--- src/logic/data_pkg.sv ---
`default_nettype none

package data_pkg;

   localparam int adc_wi = 16;  // raw converter word

   // a window of up to 255 full-scale samples needs 16 + 8 bits
   localparam int sum_wi = 24;

   localparam int window_count_wi = 8;  // accumulator windows per frame, saturating

   localparam int frame_seq_wi = 16;  // frame sequence number, wraps

   typedef logic signed [adc_wi-1:0] adc_sample_t;  // two's complement ADC sample

   typedef logic signed [sum_wi-1:0] sum_t;  // signed window sum

   typedef logic [window_count_wi-1:0] window_count_t;

   typedef logic [frame_seq_wi-1:0] frame_seq_t;

endpackage

`default_nettype wire

--- src/logic/timing_pkg.sv ---
`default_nettype none

package timing_pkg;

   // base period, counted in qualified trigger cycles
   localparam int sample_period_wi = 8;

   // each down-sampling period, counted in base samples
   localparam int dsample_wi = 8;

   // number of down-sampling strobes the sampler produces
   localparam int dsample_n = 3;

   typedef logic [sample_period_wi-1:0] sample_period_t;  // trigger counts per base sample

   typedef logic [dsample_wi-1:0] dsample_period_t;  // base samples per down-sampled window

endpackage

`default_nettype wire

--- src/logic/multi_sampler.sv ---
`default_nettype none

module multi_sampler (
   input  wire                               clk,
   input  wire                               rst_n,
   input  wire                               ext_trig,
   input  wire timing_pkg::sample_period_t   sample_period,
   input  wire timing_pkg::dsample_period_t  dsample0_period,
   input  wire timing_pkg::dsample_period_t  dsample1_period,
   input  wire timing_pkg::dsample_period_t  dsample2_period,
   output logic                              sample_out,
   output logic                              dsample0_stb,
   output logic                              dsample1_stb,
   output logic                              dsample2_stb
);

   timing_pkg::sample_period_t  period_r;    // period seen at the last trigger
   timing_pkg::sample_period_t  base_count;  // position within the base period
   logic                        sample_r;

   timing_pkg::dsample_period_t ds_period [timing_pkg::dsample_n];
   timing_pkg::dsample_period_t ds_count  [timing_pkg::dsample_n];

   // the base count only advances in trigger cycles, so the strobe is a fraction of that rate
   always_ff @(posedge clk) begin
      if (!rst_n) begin
         period_r   <= '0;
         base_count <= '0;
         sample_r   <= 1'b0;
      end else begin
         sample_r <= 1'b0;
         if (ext_trig) begin
            period_r <= sample_period;
            if ((sample_period != period_r) && (base_count != '0)) begin
               base_count <= '0;  // a new period restarts the count from a clean zero
            end else if (base_count == sample_period - timing_pkg::sample_period_t'(1)) begin
               base_count <= '0;
            end else begin
               base_count <= base_count + timing_pkg::sample_period_t'(1);
            end
            sample_r <= (base_count == '0);
         end
      end
   end

   assign sample_out = sample_r;

   assign ds_period[0] = dsample0_period;
   assign ds_period[1] = dsample1_period;
   assign ds_period[2] = dsample2_period;

   // Each down-counter steps once per base sample and reloads when it reaches 1.
   always_ff @(posedge clk) begin
      if (!rst_n) begin
         for (int k = 0; k < timing_pkg::dsample_n; k++) begin
            ds_count[k] <= timing_pkg::dsample_period_t'(1);  // first sample closes a window
         end
      end else if (sample_r) begin
         for (int k = 0; k < timing_pkg::dsample_n; k++) begin
            if (ds_count[k] == timing_pkg::dsample_period_t'(1)) begin
               ds_count[k] <= ds_period[k];
            end else begin
               ds_count[k] <= ds_count[k] - timing_pkg::dsample_period_t'(1);
            end
         end
      end
   end

   // strobes are levels, qualified by sample_out in the blocks that use them
   assign dsample0_stb = (ds_count[0] == timing_pkg::dsample_period_t'(1));
   assign dsample1_stb = (ds_count[1] == timing_pkg::dsample_period_t'(1));
   assign dsample2_stb = (ds_count[2] == timing_pkg::dsample_period_t'(1));

endmodule

`default_nettype wire

--- src/logic/record_assembler.sv ---
`default_nettype none

module record_assembler (
   input  wire                         clk,
   input  wire                         rst_n,
   input  wire                         sample_out,
   input  wire                         dsample2_stb,
   input  wire                         sum_valid,
   input  wire data_pkg::sum_t         sum_out,
   input  wire                         peak_valid,
   input  wire data_pkg::adc_sample_t  peak_out,
   output logic                        record_valid,
   output data_pkg::sum_t              record_sum,
   output data_pkg::adc_sample_t       record_peak,
   output data_pkg::window_count_t     record_windows,
   output data_pkg::frame_seq_t        record_seq
);

   logic                    frame_end_d;  // frame end, one cycle late to line up with results
   data_pkg::sum_t          held_sum;
   data_pkg::adc_sample_t   held_peak;
   data_pkg::window_count_t win_cnt;      // accumulator windows seen so far in this frame

   data_pkg::sum_t          cur_sum;
   data_pkg::adc_sample_t   cur_peak;
   data_pkg::window_count_t cur_cnt;

   // results arriving with the delayed frame end belong to windows that closed on the boundary
   assign cur_sum  = sum_valid ? sum_out : held_sum;
   assign cur_peak = peak_valid ? peak_out : held_peak;
   assign cur_cnt  = (sum_valid && !(&win_cnt)) ? win_cnt + data_pkg::window_count_t'(1)
                                                : win_cnt;  // saturates at all ones

   always_ff @(posedge clk) begin
      if (!rst_n) begin
         frame_end_d  <= 1'b0;
         held_sum     <= '0;
         held_peak    <= '0;
         win_cnt      <= '0;
         record_valid <= 1'b0;
         record_seq   <= '0;
      end else begin
         frame_end_d  <= sample_out & dsample2_stb;
         held_sum     <= cur_sum;
         held_peak    <= cur_peak;
         win_cnt      <= frame_end_d ? '0 : cur_cnt;  // count restarts for the next frame
         record_valid <= frame_end_d;
         if (record_valid) begin
            record_seq <= record_seq + data_pkg::frame_seq_t'(1);  // wraps after all ones
         end
      end
   end

   always_ff @(posedge clk) begin
      if (frame_end_d) begin
         record_sum     <= cur_sum;
         record_peak    <= cur_peak;
         record_windows <= cur_cnt;
      end
   end

endmodule

`default_nettype wire

--- src/logic/sampling_frontend.sv ---
`default_nettype none

module sampling_frontend (
   input  wire                               clk,
   input  wire                               rst_n,
   input  wire                               ext_trig,
   input  wire timing_pkg::sample_period_t   sample_period,
   input  wire timing_pkg::dsample_period_t  dsample0_period,
   input  wire timing_pkg::dsample_period_t  dsample1_period,
   input  wire timing_pkg::dsample_period_t  dsample2_period,
   input  wire data_pkg::adc_sample_t        adc_data,
   output wire                               sample_out,
   output wire                               sum_valid,
   output wire data_pkg::sum_t               sum_out,
   output wire                               peak_valid,
   output wire data_pkg::adc_sample_t        peak_out,
   output wire                               record_valid,
   output wire data_pkg::sum_t               record_sum,
   output wire data_pkg::adc_sample_t        record_peak,
   output wire data_pkg::window_count_t      record_windows,
   output wire data_pkg::frame_seq_t         record_seq
);

   wire dsample0_stb;  // closes accumulator windows
   wire dsample1_stb;  // closes peak windows
   wire dsample2_stb;  // closes frames

   multi_sampler i_multi_sampler (
      .clk             (clk),
      .rst_n           (rst_n),
      .ext_trig        (ext_trig),
      .sample_period   (sample_period),
      .dsample0_period (dsample0_period),
      .dsample1_period (dsample1_period),
      .dsample2_period (dsample2_period),
      .sample_out      (sample_out),
      .dsample0_stb    (dsample0_stb),
      .dsample1_stb    (dsample1_stb),
      .dsample2_stb    (dsample2_stb)
   );

   window_accumulator i_window_accumulator (
      .clk          (clk),
      .rst_n        (rst_n),
      .sample_out   (sample_out),
      .dsample0_stb (dsample0_stb),
      .adc_data     (adc_data),
      .sum_valid    (sum_valid),
      .sum_out      (sum_out)
   );

   window_peak i_window_peak (
      .clk          (clk),
      .rst_n        (rst_n),
      .sample_out   (sample_out),
      .dsample1_stb (dsample1_stb),
      .adc_data     (adc_data),
      .peak_valid   (peak_valid),
      .peak_out     (peak_out)
   );

   // the assembler sees both window results in the same cycle they leave the top level
   record_assembler i_record_assembler (
      .clk            (clk),
      .rst_n          (rst_n),
      .sample_out     (sample_out),
      .dsample2_stb   (dsample2_stb),
      .sum_valid      (sum_valid),
      .sum_out        (sum_out),
      .peak_valid     (peak_valid),
      .peak_out       (peak_out),
      .record_valid   (record_valid),
      .record_sum     (record_sum),
      .record_peak    (record_peak),
      .record_windows (record_windows),
      .record_seq     (record_seq)
   );

endmodule

`default_nettype wire

--- src/logic/window_accumulator.sv ---
`default_nettype none

module window_accumulator (
   input  wire                         clk,
   input  wire                         rst_n,
   input  wire                         sample_out,
   input  wire                         dsample0_stb,
   input  wire data_pkg::adc_sample_t  adc_data,
   output logic                        sum_valid,
   output data_pkg::sum_t              sum_out
);

   data_pkg::sum_t acc;       // running sum of the samples taken so far in this window
   data_pkg::sum_t acc_next;  // running sum including the current sample

   logic window_end;

   // size cast of a signed sample to the wider signed type sign-extends it
   assign acc_next = acc + data_pkg::sum_t'(adc_data);

   assign window_end = sample_out & dsample0_stb;  // this sample is the last of its window

   always_ff @(posedge clk) begin
      if (!rst_n) begin
         acc       <= '0;
         sum_valid <= 1'b0;
      end else begin
         sum_valid <= window_end;
         if (window_end) begin
            acc <= '0;  // next sample opens a fresh window
         end else if (sample_out) begin
            acc <= acc_next;
         end
      end
   end

   // holds the sum of the last closed window until the next window end
   always_ff @(posedge clk) begin
      if (window_end) begin
         sum_out <= acc_next;
      end
   end

endmodule

`default_nettype wire

--- src/logic/window_peak.sv ---
`default_nettype none

module window_peak (
   input  wire                         clk,
   input  wire                         rst_n,
   input  wire                         sample_out,
   input  wire                         dsample1_stb,
   input  wire data_pkg::adc_sample_t  adc_data,
   output logic                        peak_valid,
   output data_pkg::adc_sample_t       peak_out
);

   data_pkg::adc_sample_t max_r;     // largest sample so far in this window
   data_pkg::adc_sample_t max_next;  // largest sample including the current one
   logic                  first_r;   // next sample is the first of a window

   logic window_end;

   // the first sample replaces the old maximum, so stale values never leak across windows
   assign max_next = (first_r || (adc_data > max_r)) ? adc_data : max_r;

   assign window_end = sample_out & dsample1_stb;

   always_ff @(posedge clk) begin
      if (!rst_n) begin
         first_r    <= 1'b1;
         peak_valid <= 1'b0;
      end else begin
         peak_valid <= window_end;
         if (sample_out) begin
            first_r <= window_end;  // a closed window makes the following sample a first
         end
      end
   end

   always_ff @(posedge clk) begin
      if (sample_out) begin
         max_r <= max_next;
      end
      if (window_end) begin
         peak_out <= max_next;
      end
   end

endmodule

`default_nettype wire

--- config.mk ---
export PLATFORM = sky130hd
export DESIGN_NAME = sampling_frontend
export DESIGN_NICKNAME = d
export VERILOG_FILES = /design/src/logic/data_pkg.sv /design/src/logic/timing_pkg.sv /design/src/logic/multi_sampler.sv /design/src/logic/record_assembler.sv /design/src/logic/sampling_frontend.sv /design/src/logic/window_accumulator.sv /design/src/logic/window_peak.sv
export SDC_FILE = /design/constraint.sdc
export NUM_CORES = 1
export LEC_CHECK = 0
export BUFFER_PORTS_ARGS = -buffer_cell sky130_fd_sc_hd__buf_2
export CAP_MARGIN = 30
export CORE_MARGIN = 2
export CORE_UTILIZATION = 54
export CTS_BUF_LIST = sky130_fd_sc_hd__clkbuf_8
export CTS_CLUSTER_DIAMETER = 80
export DETAILED_ROUTE_END_ITERATION = 8
export PLACE_DENSITY = 0.81
export SLEW_MARGIN = 20
export SYNTH_ARGS = -nofsm -noshare
export SYNTH_HDL_FRONTEND = slang
export SYNTH_HIERARCHICAL = 1
export SYNTH_SLANG_ARGS = --single-unit
--- constraint.sdc ---
create_clock -name clk -period 2.78 [get_ports clk]
set_input_delay 0.278 -clock clk [delete_from_list [all_inputs] [get_ports clk]]
set_output_delay 0.278 -clock clk [all_outputs]
set_load 0.02 [all_outputs]
# Word-level counts from Yosys, hierarchy flattened
# Memories as Yosys holds them, arrays and structs flattened.
# Cells that the tools add are included.
[op_classes]
n_addsub = 8
n_mul = 0
div_mod_pow = 0
n_lt_le_gt_ge = 1
eq_ne = 5
n_shift = 0
mux = 37
bitwise_logic = 10
n_reduce_logical = 10
[ops]
columns = ["op", "n"]
rows = [
  ["8-bit two-way mux", 9],
  ["16-bit two-way mux", 2],
  ["8-bit by 1-bit subtractor with 8-bit output, second input constant", 4],
  ["1-bit two-way mux", 25],
  ["24-bit by 16-bit adder with 24-bit output", 1],
  ["8-bit by 1-bit == test with 1-bit output, second input constant", 3],
  ["24-bit two-way mux", 1],
  ["16-bit by 1-bit adder with 16-bit output, second input constant", 1],
  ["8-bit by 1-bit adder with 8-bit output, second input constant", 2],
  ["16-bit > comparator", 1],
  ["8-bit == test", 1],
  ["8-bit logical NOT", 1],
  ["8-bit inequality test", 1],
  ["8-bit AND reduction", 1],
  ["8-bit nonzero test", 1],
  ["1-bit bitwise OR", 6],
  ["2-bit OR reduction", 2],
  ["1-bit AND", 3],
  ["1-bit logical AND", 2],
  ["2-bit AND reduction", 1],
  ["1-bit logical NOT", 1],
  ["1-bit logical OR", 1],
  ["1-bit inverter", 1],
]
[word_totals]
reg_bits = 214
latch_bits = 0
ramBits = 24
romBits = 0
inputBits = 51
out_inout_bits = 108
mem_count = 1
[memory_table]
columns = ["memory", "words", "word_bits", "read_ports", "rd_ports_with_merged_regs", "write_ports", "line", "rtl"]
rows = [
  ["i_multi_sampler.ds_count", 3, 8, 3, 0, 3, "multi_sampler.sv:22", "timing_pkg::dsample_period_t ds_count [timing_pkg::dsample_n];"],
]

# Longest topological paths before layout
# Gate-level depths: netlist of the first run.
[depth]
word_depth = 7
ltp_mapped = 10

# Cells and area by module
# Netlist of the first run, hierarchy kept.
[modules_own_cells]
columns = ["module", "instances", "cells_per_inst", "area_per_inst_um2"]
rows = [
  ["record_assembler", 1, 305, 4152.7],
  ["window_accumulator", 1, 295, 2935.3],
  ["multi_sampler", 1, 272, 2603.7],
  ["window_peak", 1, 114, 1712.9],
]

# Worst setup path before layout of the first run
# Ideal clock, no wire load.
[synth_path]
path_type = "register -> register"
from = "reg i_window_peak.max_r[15]"
to = "reg i_window_peak.max_r[10], data pin"
setup_ns = 0.262
t_arrival_ns = 2.371
slack_ns = 0.147
stages_incl_launch_ff = 10
path_buffers = 1
period_less_slack_ns = 2.633
path_cell_list = "edfxtp_1 > inv_1 > ha_1 > nand4_4 > nor2_2 > a311o_1 > a221oi_2 > mux2i_2 > buf_6 > mux2_4"
[synth_between]
elab_chain_len = 3
[synth_rtl]
columns = ["element", "line", "rtl"]
rows = [
  ["from (decl)", "window_peak.sv:13", "data_pkg::adc_sample_t max_r;"],
  ["from (signal assigned)", "window_peak.sv:38", "max_r <= max_next;"],
  ["16-bit > comparator", "window_peak.sv:20", "assign max_next = (first_r || (adc_data > max_r)) ? adc_data : max_r;"],
  ["1-bit logical OR", "window_peak.sv:20", ""],
  ["16-bit two-way mux", "window_peak.sv:20", ""],
  ["via i_window_peak.max_next[10]", "window_peak.sv:14", "data_pkg::adc_sample_t max_next;"],
]
# The timed path passes the listed nets, and every way through them passes these cells.
# A chain may end at the register's enable or synchronous reset.

# Final worst setup path of the first run
[layout_path]
from = "reg i_window_accumulator.acc[0]"
to = "reg i_window_accumulator.acc[18]"
[layout_between]
elab_chain_len = 1
[layout_rtl]
columns = ["element", "line", "rtl"]
rows = [
  ["from (decl)", "window_accumulator.sv:13", "data_pkg::sum_t acc;"],
  ["from (signal assigned)", "window_accumulator.sv:32", "acc <= acc_next;"],
  ["24-bit by 16-bit adder with 24-bit output", "window_accumulator.sv:19", "assign acc_next = acc + data_pkg::sum_t'(adc_data);"],
  ["via i_window_accumulator.acc_next[18]", "window_accumulator.sv:14", "data_pkg::sum_t acc_next;"],
]
# The timed path passes the listed nets, and every way through them passes these cells.

==> out/metrics.cfg, run 1 <==
[grt]
antenna_found_initial=0
grt_max_degree=49
grt_pass1_wl_um=38700
grt_pass1_vias=7884
grt_util_all_layers=0.216
globalRoute.totalOverflow=0

[placement]
portBuffers=158
dp_hpwl_um=16900
place_inst=1402
place_area_um2=12500
gp_congestion=0.913

[clock_network]
clkSinkCount=238
clk_pin_slew_ns=0.07
htree_num_levels=2
cts-root-buf=clkbuf_8
cts_buffer_depth=3
clock_latency_ns=0.53
cts_tree=built
cts_made_buffers=40

[synthesis]
synth_compound_area_frac=0.0965
synth_edf_count=128
async_flop_share=0
synthCells=986
syn_nets=1088
synthMuxAreaShare=0.0830
netlist_top_cells_area=edfxtp_1 (34%), dfxtp_1 (19%), ha_1 (5.5%), mux2_2 (4.7%), xnor2_1 (3.5%)
yosysSeqAreaShare=0.530
synthSimpleGateAreaFrac=0.146
synth_top_area_share=0.337
yosysTopAreaCell=edfxtp_1
synth.avg_cell_area_um2=11.6
synth_top_family_by_area=simple AND/OR/NAND/NOR gates
synth_area_um2=11400
dominantRegCellSynth=edfxtp_1
synth-adder-area-share=0.0566
synth_warnings=6
synth-seq-cells=238
synth-xor-area-share=0.0568
synth.distinct_cells=79

[layout]
mostFrequentLayoutCells=buf_2 (158), edfxtp_1 (128), dfxtp_1 (108)
multi_input_area_um2=5010
fillerInstances=1614
seq_area_um2=6050
fin_nets=1275
num_antenna_cells=0
syn2layout_area_growth_pct=16.8
final_common_cell=buf_2
design_area_um2=13300
post_route_cells_drive_above_1_share=0.269
instances_no_fill=1479

[min_path]
hp-class=in2reg

[routing]
vias_per_cell=5.48
drc=0
wl_um=24100
dr.first_iter.drc_count=407
vias=8107
dr.pass1.iters=5
routed_wire_length_per_instance_um=16.3
postRouteAntennaNets=0

[setup_path]
path_max_fanout=3
cp_cell_sequence=ha_1 > fa_1 > a21o_1 > a21oi_2 > nor2b_2 > o41a_1 > o21ai_2 > o21ai_1 > xor2_1 > a22o_1
crit_required_ns=3.20
path_buf_inv=0
startpoint_type=register
endpoint_kind=register
crit_slowest_cell=o41a_1
crit_type=reg2reg
path_delay_family=compound AO/OA/AOI/OAI gates
arrival_ns=3.10
max_stage_delay_ns=0.41

[power_and_ir_drop]
vdd_ir_drop_max_v=0.000342
leakagePower_nw=5.41
powerDensity_nw_per_um2=578

[job]
drv_cap=0

[sta]
fin_worst_skew_ns=0.0240
worst_slew_pin_slew_ns=0.842
fmax_ghz=0.372
relSlewSlack=0.438
grt_setup_unrepaired=no
fin_crit_ns=2.69
finalSetupViolCount=0
setup_tns_ns=0
post-route-period-util=0.966
final_hold_viol_count=0
slew_violations=0

[floorplanning]
die_h_um=149
dieWidth_um=149
core_um2=20900
die_area_um2=22300
initial_core_util=0.546
io_pins=159
rows=53

[run_status]
status=completed

cell usage after synthesis, types with 10 or more instances:
cell type  number
mux2_4         10
a21oi_1        39
dfxtp_1       110
ha_1           50
nand3_1        28
and2_1         47
nor4_1         10
inv_1          42
clkbuf_1       21
a211oi_1       24
nand2_1        47
edfxtp_1      128
mux2i_1        22
nand4_1        14
nor2_1         73
nand2b_1       11
mux2_2         48
xnor2_1        45
a21o_1         14
xor2_1         29
nor3_1         14
nor2b_1        20
layout make-up:
type / count / share of cell area
clock buffer: 41 / 0.0424
sequential: 238 / 0.454
tap: 275 / 0.0258
inverter: 42 / 0.0118
multi-input combinational: 667 / 0.376
timing repair buffer: 184 / 0.0748
clock inverter: 32 / 0.0147
final timing paths:
path,start,endpoint,slack [ns],cells after the start
hold reg to reg,i_window_accumulator/acc[17]$_SDFFE_PP0P_,i_window_accumulator/acc[17]$_SDFFE_PP0P_,0.47,1
setup reg to reg,i_window_accumulator/acc[0]$_SDFFE_PP0P_,i_window_accumulator/acc[18]$_SDFFE_PP0P_,0.09,10
hold / removal,dsample0_period[0],i_multi_sampler/ds_count[0][0]$_SDFFCE_PP1P_,0.08,3
setup / recovery,i_window_accumulator/acc[0]$_SDFFE_PP0P_,i_window_accumulator/acc[18]$_SDFFE_PP0P_,0.09,10
flip-flops by register name (all words and copies together) (netlist names), 8 cells and up:
| signal | count |
|---|---|
| i_record_assembler/record_windows | 8 |
| i_record_assembler/held_sum | 24 |
| i_record_assembler/record_sum | 24 |
| i_record_assembler/record_peak | 16 |
| i_record_assembler/held_peak | 16 |
| i_multi_sampler/ds_count | 24 |
| i_record_assembler/record_seq | 16 |
| i_multi_sampler/period_r | 8 |
| i_record_assembler/win_cnt | 8 |
| i_window_accumulator/acc | 24 |
| i_window_peak/peak_out | 16 |
| i_window_accumulator/sum_out | 24 |
| i_multi_sampler/base_count | 8 |
| i_window_peak/max_r | 16 |
kinds of logic (layout without fill, tap and decap cells):
family	count (synthesis)	after routing
AO/OA/AOI/OAI	153	153
XOR/XNOR	74	74
adder cells (fa/ha/maj)	51	51
buffers and inverters	81	299
flip-flops	238	238
multiplexers	83	83
AND/OR/NAND/NOR	306	306
metrics by stage:
stage                util  hold WS (ns)  setup slack (ns)  power (mW)
global placement    0.599         0.463            0.0557        4.78
CTS                 0.636        0.0558             0.113        7.77
detailed placement  0.599         0.465           0.00751        4.80
floorplan               -         0.340             0.147        4.55
finish              0.637        0.0818            0.0940        7.69
global route        0.637        0.0890           0.00622        8.04
per-layer routing:
layer,vias to the layer above,GRT usage,share of wire
met5,-,0,0
met4,0,0.0605,0.018
li1,3955,-,-
met2,232,0.373,0.49
met3,40,0.0388,0.052
met1,3880,0.279,0.44
tightest hold or removal path: cells and delay by family:
family	cells	cell delay (ns)
buf+inv	1	0.07
compound gates	1	0.09
simple gates	1	0.04
repair_timing:
action                                 4_1_cts  5_1_grt
setup buffers                                0        3
hold buffers                                 1        0
resized for setup                            0        3
endpoints found under the hold margin        1        0
setup endpoints to repair                    0       15
power breakdown:
group          switching [mW]  leakage, nW  internal (mW)
sequential             0.0701         1.99           3.82
combinational           0.503         2.99          0.351
clock                    1.38        0.434           1.57
total                    1.95         5.41           5.75
Power figures use the tool's default switching activity.
==> run 2, diff against run 1 <==
--- a/config.mk
+++ b/config.mk
@@ -8,11 +8,11 @@
 export BUFFER_PORTS_ARGS = -buffer_cell sky130_fd_sc_hd__buf_2
 export CAP_MARGIN = 30
 export CORE_MARGIN = 2
-export CORE_UTILIZATION = 54
+export CORE_UTILIZATION = 60
 export CTS_BUF_LIST = sky130_fd_sc_hd__clkbuf_8
 export CTS_CLUSTER_DIAMETER = 80
 export DETAILED_ROUTE_END_ITERATION = 8
-export PLACE_DENSITY = 0.81
+export PLACE_DENSITY = 0.85
 export SLEW_MARGIN = 20
 export SYNTH_ARGS = -nofsm -noshare
 export SYNTH_HDL_FRONTEND = slang
==> constraint.sdc (replaced) <==
create_clock -name clk -period 2.9 [get_ports clk]
set_input_delay 0.29 -clock clk [delete_from_list [all_inputs] [get_ports clk]]
set_output_delay 0.29 -clock clk [all_outputs]
set_load 0.02 [all_outputs]
==> out/metrics.cfg, run 2 (synthesized netlist as in run 1, its figures left out) <==
[layout]
fin_nets=1265  ; was 1275
num_antenna_cells=0  ; unchanged
mostFrequentLayoutCells=buf_2 (158), edfxtp_1 (128), dfxtp_1 (108)  ; unchanged
finish.utilization=0.704  ; was 0.637
final_common_cell=buf_2  ; unchanged
syn2layout_area_growth_pct=15.4  ; was 16.8%
post_route_cells_drive_above_1_share=0.262  ; was 0.269

[setup_path]
path_buf_inv=0  ; unchanged
endpoint_kind=register  ; unchanged
crit_slowest_cell=fa_1  ; was o41a_1
path_delay_family=compound AO/OA/AOI/OAI gates  ; unchanged
rr_worst_depth=10  ; unchanged
path_max_fanout=3  ; unchanged
cp_cell_sequence=ha_1 > fa_1 > a21o_1 > a21oi_2 > nor2b_2 > o41a_1 > o21ai_2 > o211ai_2 > xor2_1 > a22o_1  ; was ha_1 > fa_1 > a21o_1 > a21oi_2 > nor2b_2 > o41a_1 > o21ai_2 > o21ai_1 > xor2_1 > a22o_1
regToRegSetupSlack_ns=0.19  ; was 0.09 ns
arrival_ns=3.13  ; was 3.10 ns
crit_type=reg2reg  ; unchanged
r2r-start=i_window_accumulator/acc[0]$_SDFFE_PP0P_  ; unchanged
r2r-end=i_window_accumulator/acc[22]$_SDFFE_PP0P_  ; was i_window_accumulator/acc[18]$_SDFFE_PP0P_
startpoint_type=register  ; unchanged
crit_required_ns=3.32  ; was 3.20 ns
max_stage_delay_ns=0.43  ; was 0.41 ns

[min_path]
holdPathEnd=i_multi_sampler/ds_count[1][0]$_SDFFCE_PP1P_  ; was i_multi_sampler/ds_count[0][0]$_SDFFCE_PP1P_
min_from=dsample1_period[0]  ; was dsample0_period[0]
hold_depth=3  ; unchanged
hp-class=in2reg  ; unchanged

[clock_network]
cts_buffer_depth=3  ; unchanged
cts_made_buffers=38  ; was 40
cts_tree=built  ; unchanged
post-cts-setup-buffer-count=0  ; unchanged
clock_latency_ns=0.55  ; was 0.53 ns
hold_buffers=0  ; was 1
clk_pin_slew_ns=0.07  ; about the same
htree_num_levels=2  ; unchanged
clkSinkCount=238  ; unchanged
cts-root-buf=clkbuf_8  ; unchanged
cts_resized=0  ; unchanged

[sta]
fin_crit_ns=2.71  ; was 2.69 ns
final_hold_viol_count=0  ; unchanged
worst_slew_pin_slew_ns=0.848  ; was 0.842 ns
grt_setup_unrepaired=no  ; unchanged
slew_violations=0  ; unchanged
setup_tns_ns=0  ; unchanged
post-route-period-util=0.933  ; was 0.966
fin_worst_skew_ns=0.0181  ; was 0.0240 ns
finalSetupViolCount=0  ; unchanged
fmax_ghz=0.370  ; was 0.372 GHz
setup_ws_ns=0.194  ; was 0.0940 ns
relSlewSlack=0.434  ; was 0.438

[routing]
vias_per_cell=5.68  ; was 5.48
postRouteAntennaNets=0  ; unchanged
vias=8104  ; was 8107
dr.first_iter.drc_count=389  ; was 407
wl_um=24500  ; was 24100 um
dr.pass1.iters=4  ; was 5
routed_wire_length_per_instance_um=17.1  ; was 16.3 um
drc=0  ; unchanged

[placement]
gp_congestion=0.900  ; was 0.913
dp_hpwl_um=17100  ; was 16900 um
portBuffers=158  ; unchanged
dp_slack_ns=0.0857  ; was 0.00751 ns

[run_status]
status=completed  ; unchanged

[power_and_ir_drop]
powerDensity_nw_per_um2=555  ; was 578 nW/um2
vdd_ir_drop_max_v=0.000453  ; was 0.000342 V
power_frac_comb=0.111  ; about the same
p_sw_mw=1.86  ; was 1.95 mW
pwr-share-seq=0.511  ; was 0.506
leakagePower_nw=5.38  ; was 5.41 nW
sw_frac_of_total=0.255  ; was 0.253
clockPowerShare=0.378  ; was 0.383
p_int_mw=5.44  ; was 5.75 mW

[grt]
grt_pass1_vias=7901  ; was 7884
grt_util_all_layers=0.244  ; was 0.216
grt_pass1_wl_um=39200  ; was 38700 um
grt_max_degree=47  ; was 49
globalRoute.totalOverflow=0  ; unchanged
antenna_found_initial=0  ; unchanged

[floorplanning]
die_area_um2=20100  ; was 22300 um2
die_h_um=142  ; was 149 um
core_um2=18700  ; was 20900 um2
rows=50  ; was 53
dieWidth_um=142  ; was 149 um
initial_core_util=0.610  ; was 0.546
io_pins=159  ; unchanged

[job]
drv_cap=0  ; unchanged

[run 2: changes by cell type in the layout (fill, tap and decap cells not counted), moves of 4 or more]
cell,before,now
inv_1,54,58
clkinv_1,7,3
clkinv_2,8,4
buf_4,23,18
[run 2: worst max path at each step]
| stage | cells after the start | end | slack (ns) | startpoint |
|---|---|---|---|---|
| 6_report | 10 | i_window_accumulator/acc[22]$_SDFFE_PP0P_ | 0.19 | i_window_accumulator/acc[0]$_SDFFE_PP0P_ |
| 5_1_grt | 9 | i_window_peak/peak_out[3]$_DFFE_PP_ | 0.11 | i_window_peak/max_r[14]$_DFFE_PP_ |
| 4_1_cts | 10 | i_window_accumulator/acc[22]$_SDFFE_PP0P_ | 0.20 | i_window_accumulator/acc[0]$_SDFFE_PP0P_ |
| 3_5_place_dp | 11 | i_window_accumulator/acc[22]$_SDFFE_PP0P_ | 0.09 | adc_data[0] |
| 3_3_place_gp | 11 | i_window_accumulator/acc[22]$_SDFFE_PP0P_ | 0.16 | adc_data[0] |
| 2_1_floorplan | 9 | i_window_peak/max_r[10]$_DFFE_PP_ | 0.27 | i_window_peak/max_r[15]$_DFFE_PP_ |
[run 2: cell type report]
| cell class | instances | area, um2 |
|---|---|---|
| clock inverters | 26 | 139 |
| multi-input cells | 667 | 5010 |
| flip-flops and latches | 238 | 6050 |
| fillers | 1314 | 5540 |
| well taps | 234 | 293 |
| repair buffers | 176 | 926 |
| clock buffers | 43 | 592 |
| inverters | 42 | 158 |
[run 2: power by group through the flow]
stage | registers, mW | logic, mW | clock network, mW
2_1_floorplan | 3.81 | 0.558 | 0
3_3_place_gp | 3.80 | 0.771 | 0
3_5_place_dp | 3.80 | 0.794 | 0
4_1_cts | 3.73 | 0.803 | 2.83
5_1_grt | 3.74 | 0.888 | 2.97
6_report | 3.73 | 0.810 | 2.76
[run 2: per-stage QoR]
stage | area, um2 | hold WS, ns | total power [mW] | instances
finish | 13200 | 0.0872 | 7.31 | 1426
global route | 13200 | 0.0764 | 7.60 | 1426
CTS | 13200 | 0.0641 | 7.37 | 1426
detailed placement | 12400 | 0.469 | 4.60 | 1357
global placement | 12400 | 0.462 | 4.57 | 1357
floorplan | 11400 | 0.352 | 4.36 | 986
[run 2: routing by layer]
layer  vias to the layer above  global-route usage  part of all wire
met3                        54              0.0459             0.057
li1                       3930                   -                 -
met2                       274               0.412              0.48
met5                         -                   0                 0
met4                         0              0.0805             0.026
met1                      3846               0.321              0.43
[run 2: worst register-to-register path: stages (launching register included)]
cell and delay (ns):
dfxtp_1 0.31, ha_1 0.21, fa_1 0.43, a21o_1 0.19, a21oi_2 0.19, nor2b_2 0.08
o41a_1 0.41, o21ai_2 0.26, o211ai_2 0.12, xor2_1 0.16, a22o_1 0.21
==> run 3, diff against run 2 <==
--- a/config.mk
+++ b/config.mk
@@ -5,6 +5,7 @@
 export SDC_FILE = /design/constraint.sdc
 export NUM_CORES = 1
 export LEC_CHECK = 0
+export ABC_AREA = 1
 export BUFFER_PORTS_ARGS = -buffer_cell sky130_fd_sc_hd__buf_2
 export CAP_MARGIN = 30
 export CORE_MARGIN = 2
@@ -12,7 +13,7 @@
 export CTS_BUF_LIST = sky130_fd_sc_hd__clkbuf_8
 export CTS_CLUSTER_DIAMETER = 80
 export DETAILED_ROUTE_END_ITERATION = 8
-export PLACE_DENSITY = 0.85
+export PLACE_DENSITY = 0.84
 export SLEW_MARGIN = 20
 export SYNTH_ARGS = -nofsm -noshare
 export SYNTH_HDL_FRONTEND = slang
==> out/metrics.cfg, run 3 <==
[run_status]
status=completed  ; unchanged

[setup_path]
r2r-end=i_window_peak/max_r[8]$_DFFE_PP_  ; was i_window_accumulator/acc[22]$_SDFFE_PP0P_
max_stage_delay_ns=0.38  ; was 0.43 ns
path_delay_family=simple AND/OR/NAND/NOR gates  ; was compound AO/OA/AOI/OAI gates
r2r-start=i_window_peak/max_r[15]$_DFFE_PP_  ; was i_window_accumulator/acc[0]$_SDFFE_PP0P_
crit_top_cell=nand2_1
crit_end=i_window_peak/max_r[8]$_DFFE_PP_  ; was i_window_accumulator/acc[22]$_SDFFE_PP0P_
crit_required_ns=3.16  ; was 3.32 ns
endpoint_kind=register  ; unchanged
crit_type=reg2reg  ; unchanged
arrival_ns=2.49  ; was 3.13 ns
crit_slowest_cell=edfxtp_1  ; was fa_1
path_max_fanout=17  ; was 3
startpoint_type=register  ; unchanged
crit_start=i_window_peak/max_r[15]$_DFFE_PP_  ; was i_window_accumulator/acc[0]$_SDFFE_PP0P_
path_buf_inv=1  ; was 0
rr_worst_depth=11  ; was 10
regToRegSetupSlack_ns=0.67  ; was 0.19 ns
cp.depth=11  ; was 10
cp_cell_sequence=inv_1 > ha_1 > nand4_1 > nor3_1 > nand2_2 > nand2_1 > nand2_1 > nand2_4 > nand2_4 > nand2_1 > nand2_1  ; was ha_1 > fa_1 > a21o_1 > a21oi_2 > nor2b_2 > o41a_1 > o21ai_2 > o211ai_2 > xor2_1 > a22o_1

[synthesis]
syn_nets=1661  ; was 1088
synth-xor-area-share=0.0291  ; was 0.0568
netlist_top_cells_area=edfxtp_1 (31%), dfxtp_1 (18%), nand2_1 (15%), inv_1 (6.4%), ha_1 (5.1%)  ; was edfxtp_1 (34%), dfxtp_1 (19%), ha_1 (5.5%), mux2_2 (4.7%), xnor2_1 (3.5%)
yosysTopAreaCell=edfxtp_1  ; unchanged
dominantRegCellSynth=edfxtp_1  ; unchanged
async_flop_share=0  ; unchanged
synth_area_um2=12300  ; was 11400 um2
synthCells=1559  ; was 986
synth_compound_area_frac=0.0688  ; was 0.0965
synth_edf_count=128  ; unchanged
yosysSeqAreaShare=0.490  ; was 0.530
synth-seq-cells=238  ; unchanged
synthSimpleGateAreaFrac=0.281  ; was 0.146
synth_warnings=6  ; unchanged
synth.distinct_cells=47  ; was 79
ys_top_cells_by_count=nand2_1 (500), inv_1 (211), nor2_1 (162)  ; was edfxtp_1 (128), dfxtp_1 (110), nor2_1 (73)
synth_top_area_share=0.311  ; was 0.337
synth_top_family_by_area=simple AND/OR/NAND/NOR gates  ; unchanged
synth.most_common_cell=nand2_1  ; was edfxtp_1
synth.avg_cell_area_um2=7.92  ; was 11.6 um2
synthMuxAreaShare=0  ; was 0.0830
synth-adder-area-share=0.0523  ; was 0.0566

[routing]
vias=10600  ; was 8104
postRouteAntennaNets=0  ; unchanged
dr.first_iter.drc_count=736  ; was 389
vias_per_cell=5.18  ; was 5.68
dr.pass1.iters=6  ; was 4
drc=0  ; unchanged
routed_wire_length_per_instance_um=14.2  ; was 17.1 um
wl_um=29000  ; was 24500 um

[placement]
portBuffers=158  ; unchanged
dp_hpwl_um=21500  ; was 17100 um
place_inst=1965  ; was 1357
gp_congestion=0.947  ; was 0.900

[sta]
post-route-period-util=0.770  ; was 0.933
finalSetupViolCount=0  ; unchanged
fin_worst_skew_ns=0.0268  ; was 0.0181 ns
fmax_ghz=0.448  ; was 0.370 GHz
setup_tns_ns=0  ; unchanged
final_hold_viol_count=0  ; unchanged
grt_setup_unrepaired=no  ; unchanged
worst_slew_pin_slew_ns=0.736  ; was 0.848 ns
hold_ws_ns=0.0447  ; was 0.0872 ns
slew_violations=0  ; unchanged
fin_crit_ns=2.23  ; was 2.71 ns
relSlewSlack=0.506  ; was 0.434

[floorplanning]
die_h_um=147  ; was 142 um
core_um2=20200  ; was 18700 um2
dieWidth_um=147  ; was 142 um
rows=52  ; was 50
initial_core_util=0.610  ; about the same
die_area_um2=21700  ; was 20100 um2
io_pins=159  ; unchanged

[grt]
globalRoute.totalOverflow=0  ; unchanged
grt_max_degree=46  ; was 47
grt_pass1_vias=9872  ; was 7901
grt_pass1_wl_um=46700  ; was 39200 um
antenna_found_initial=2  ; was 0
grt_util_all_layers=0.263  ; was 0.244

[power_and_ir_drop]
powerDensity_nw_per_um2=530  ; was 555 nW/um2
leakagePower_nw=6.97  ; was 5.38 nW
power_mw=7.48  ; was 7.31 mW
vdd_ir_drop_max_v=0.000402  ; was 0.000453 V

[clock_network]
clk_pin_slew_ns=0.06  ; was 0.07 ns
hold_buffers=0  ; unchanged
cts_resized=0  ; unchanged
cts-root-buf=clkbuf_8  ; unchanged
htree_num_levels=2  ; unchanged
post-cts-setup-buffer-count=0  ; unchanged
cts_buffer_depth=3  ; unchanged
cts_made_buffers=39  ; was 38
clock_latency_ns=0.54  ; was 0.55 ns
clkSinkCount=238  ; unchanged
cts_tree=built  ; unchanged

[job]
drv_cap=0  ; unchanged

[layout]
post_route_cells_drive_above_1_share=0.152  ; was 0.262
instances_no_fill=2037  ; was 1426
seq_area_um2=6050  ; unchanged
syn2layout_area_growth_pct=14.3  ; was 15.4%
multi_input_area_um2=5320  ; was 5010 um2
fillerInstances=1654  ; was 1314
mostFrequentLayoutCells=nand2_1 (500), inv_1 (231), nor2_1 (162)  ; was buf_2 (158), edfxtp_1 (128), dfxtp_1 (108)
final_common_cell=nand2_1  ; was buf_2
fin_nets=1838  ; was 1265

[min_path]
hp-class=in2reg  ; unchanged

## run 3: cell types whose count changed after synthesis, moves of 13 or more
cell,change
and2_1,-45
a21oi_1,+57
a211oi_1,-24
nand3_1,+51
xnor2_1,-31
o21ai_0,+31
mux2i_1,-22
nand2_1,+453
nand2_2,+13
nor2_1,+89
inv_1,+169
a21o_1,-13
mux2_2,-48
nor2b_1,-20
## run 3: where the power goes
part / internal, mW / switching [mW]
registers: 3.68 / 0.0709
clock network: 1.42 / 1.28
logic: 0.335 / 0.696
total: 5.43 / 2.05
## run 3: how the worst min path moves through the flow
stage / start / to / slack [ns] / cells past startpoint
2_1_floorplan: rst_n / i_window_peak/first_r$_SDFFE_PN1P_ / 0.39 / 1
3_3_place_gp: i_window_accumulator/acc[0]$_SDFFE_PP0P_ / i_window_accumulator/acc[0]$_SDFFE_PP0P_ / 0.45 / 2
6_report: dsample2_period[2] / i_multi_sampler/ds_count[2][2]$_DFFE_PP_ / 0.04 / 3
3_5_place_dp: i_record_assembler/held_sum[12]$_SDFF_PN0_ / i_record_assembler/held_sum[12]$_SDFF_PN0_ / 0.46 / 2
5_1_grt: dsample2_period[2] / i_multi_sampler/ds_count[2][2]$_DFFE_PP_ / 0.03 / 3
4_1_cts: dsample2_period[2] / i_multi_sampler/ds_count[2][2]$_DFFE_PP_ / 0.02 / 3
## run 3: cell type report
cell class | count | area share
flip-flops and latches | 238 | 0.428
multi-input cells | 1071 | 0.377
repair buffers | 167 | 0.0608
inverters | 219 | 0.0582
clock buffers | 45 | 0.0439
well taps | 270 | 0.0239
clock inverters | 26 | 0.00780
diodes | 1 | 0.000177
## run 3: cell families (layout without fill, tap and decap cells)
group,Yosys count,after routing
compound gates,159,159
xor+xnor,41,41
fa+ha+maj,51,51
buf+inv,250,457
flops,238,238
other cells,0,1
simple gates,820,820
## run 3: metal layers
metal / GRT usage / part of all wire
met5: 0 / 0.00024
met4: 0.0885 / 0.030
met3: 0.0429 / 0.058
met2: 0.440 / 0.47
met1: 0.352 / 0.44
## run 3: through the flow
stage	area, um2	setup WS [ns]	utilization
2_1_floorplan	12300	0.816	-
3_3_place_gp	13400	0.670	0.662
3_5_place_dp	13400	0.594	0.662
4_1_cts	14100	0.706	0.698
5_1_grt	14100	0.453	0.698
6_report	14100	0.667	0.698
## run 3: worst min-delay path, stage by stage
cell,delay [ns]
buf_2,0.08
nand2_1,0.04
nand2_1,0.05
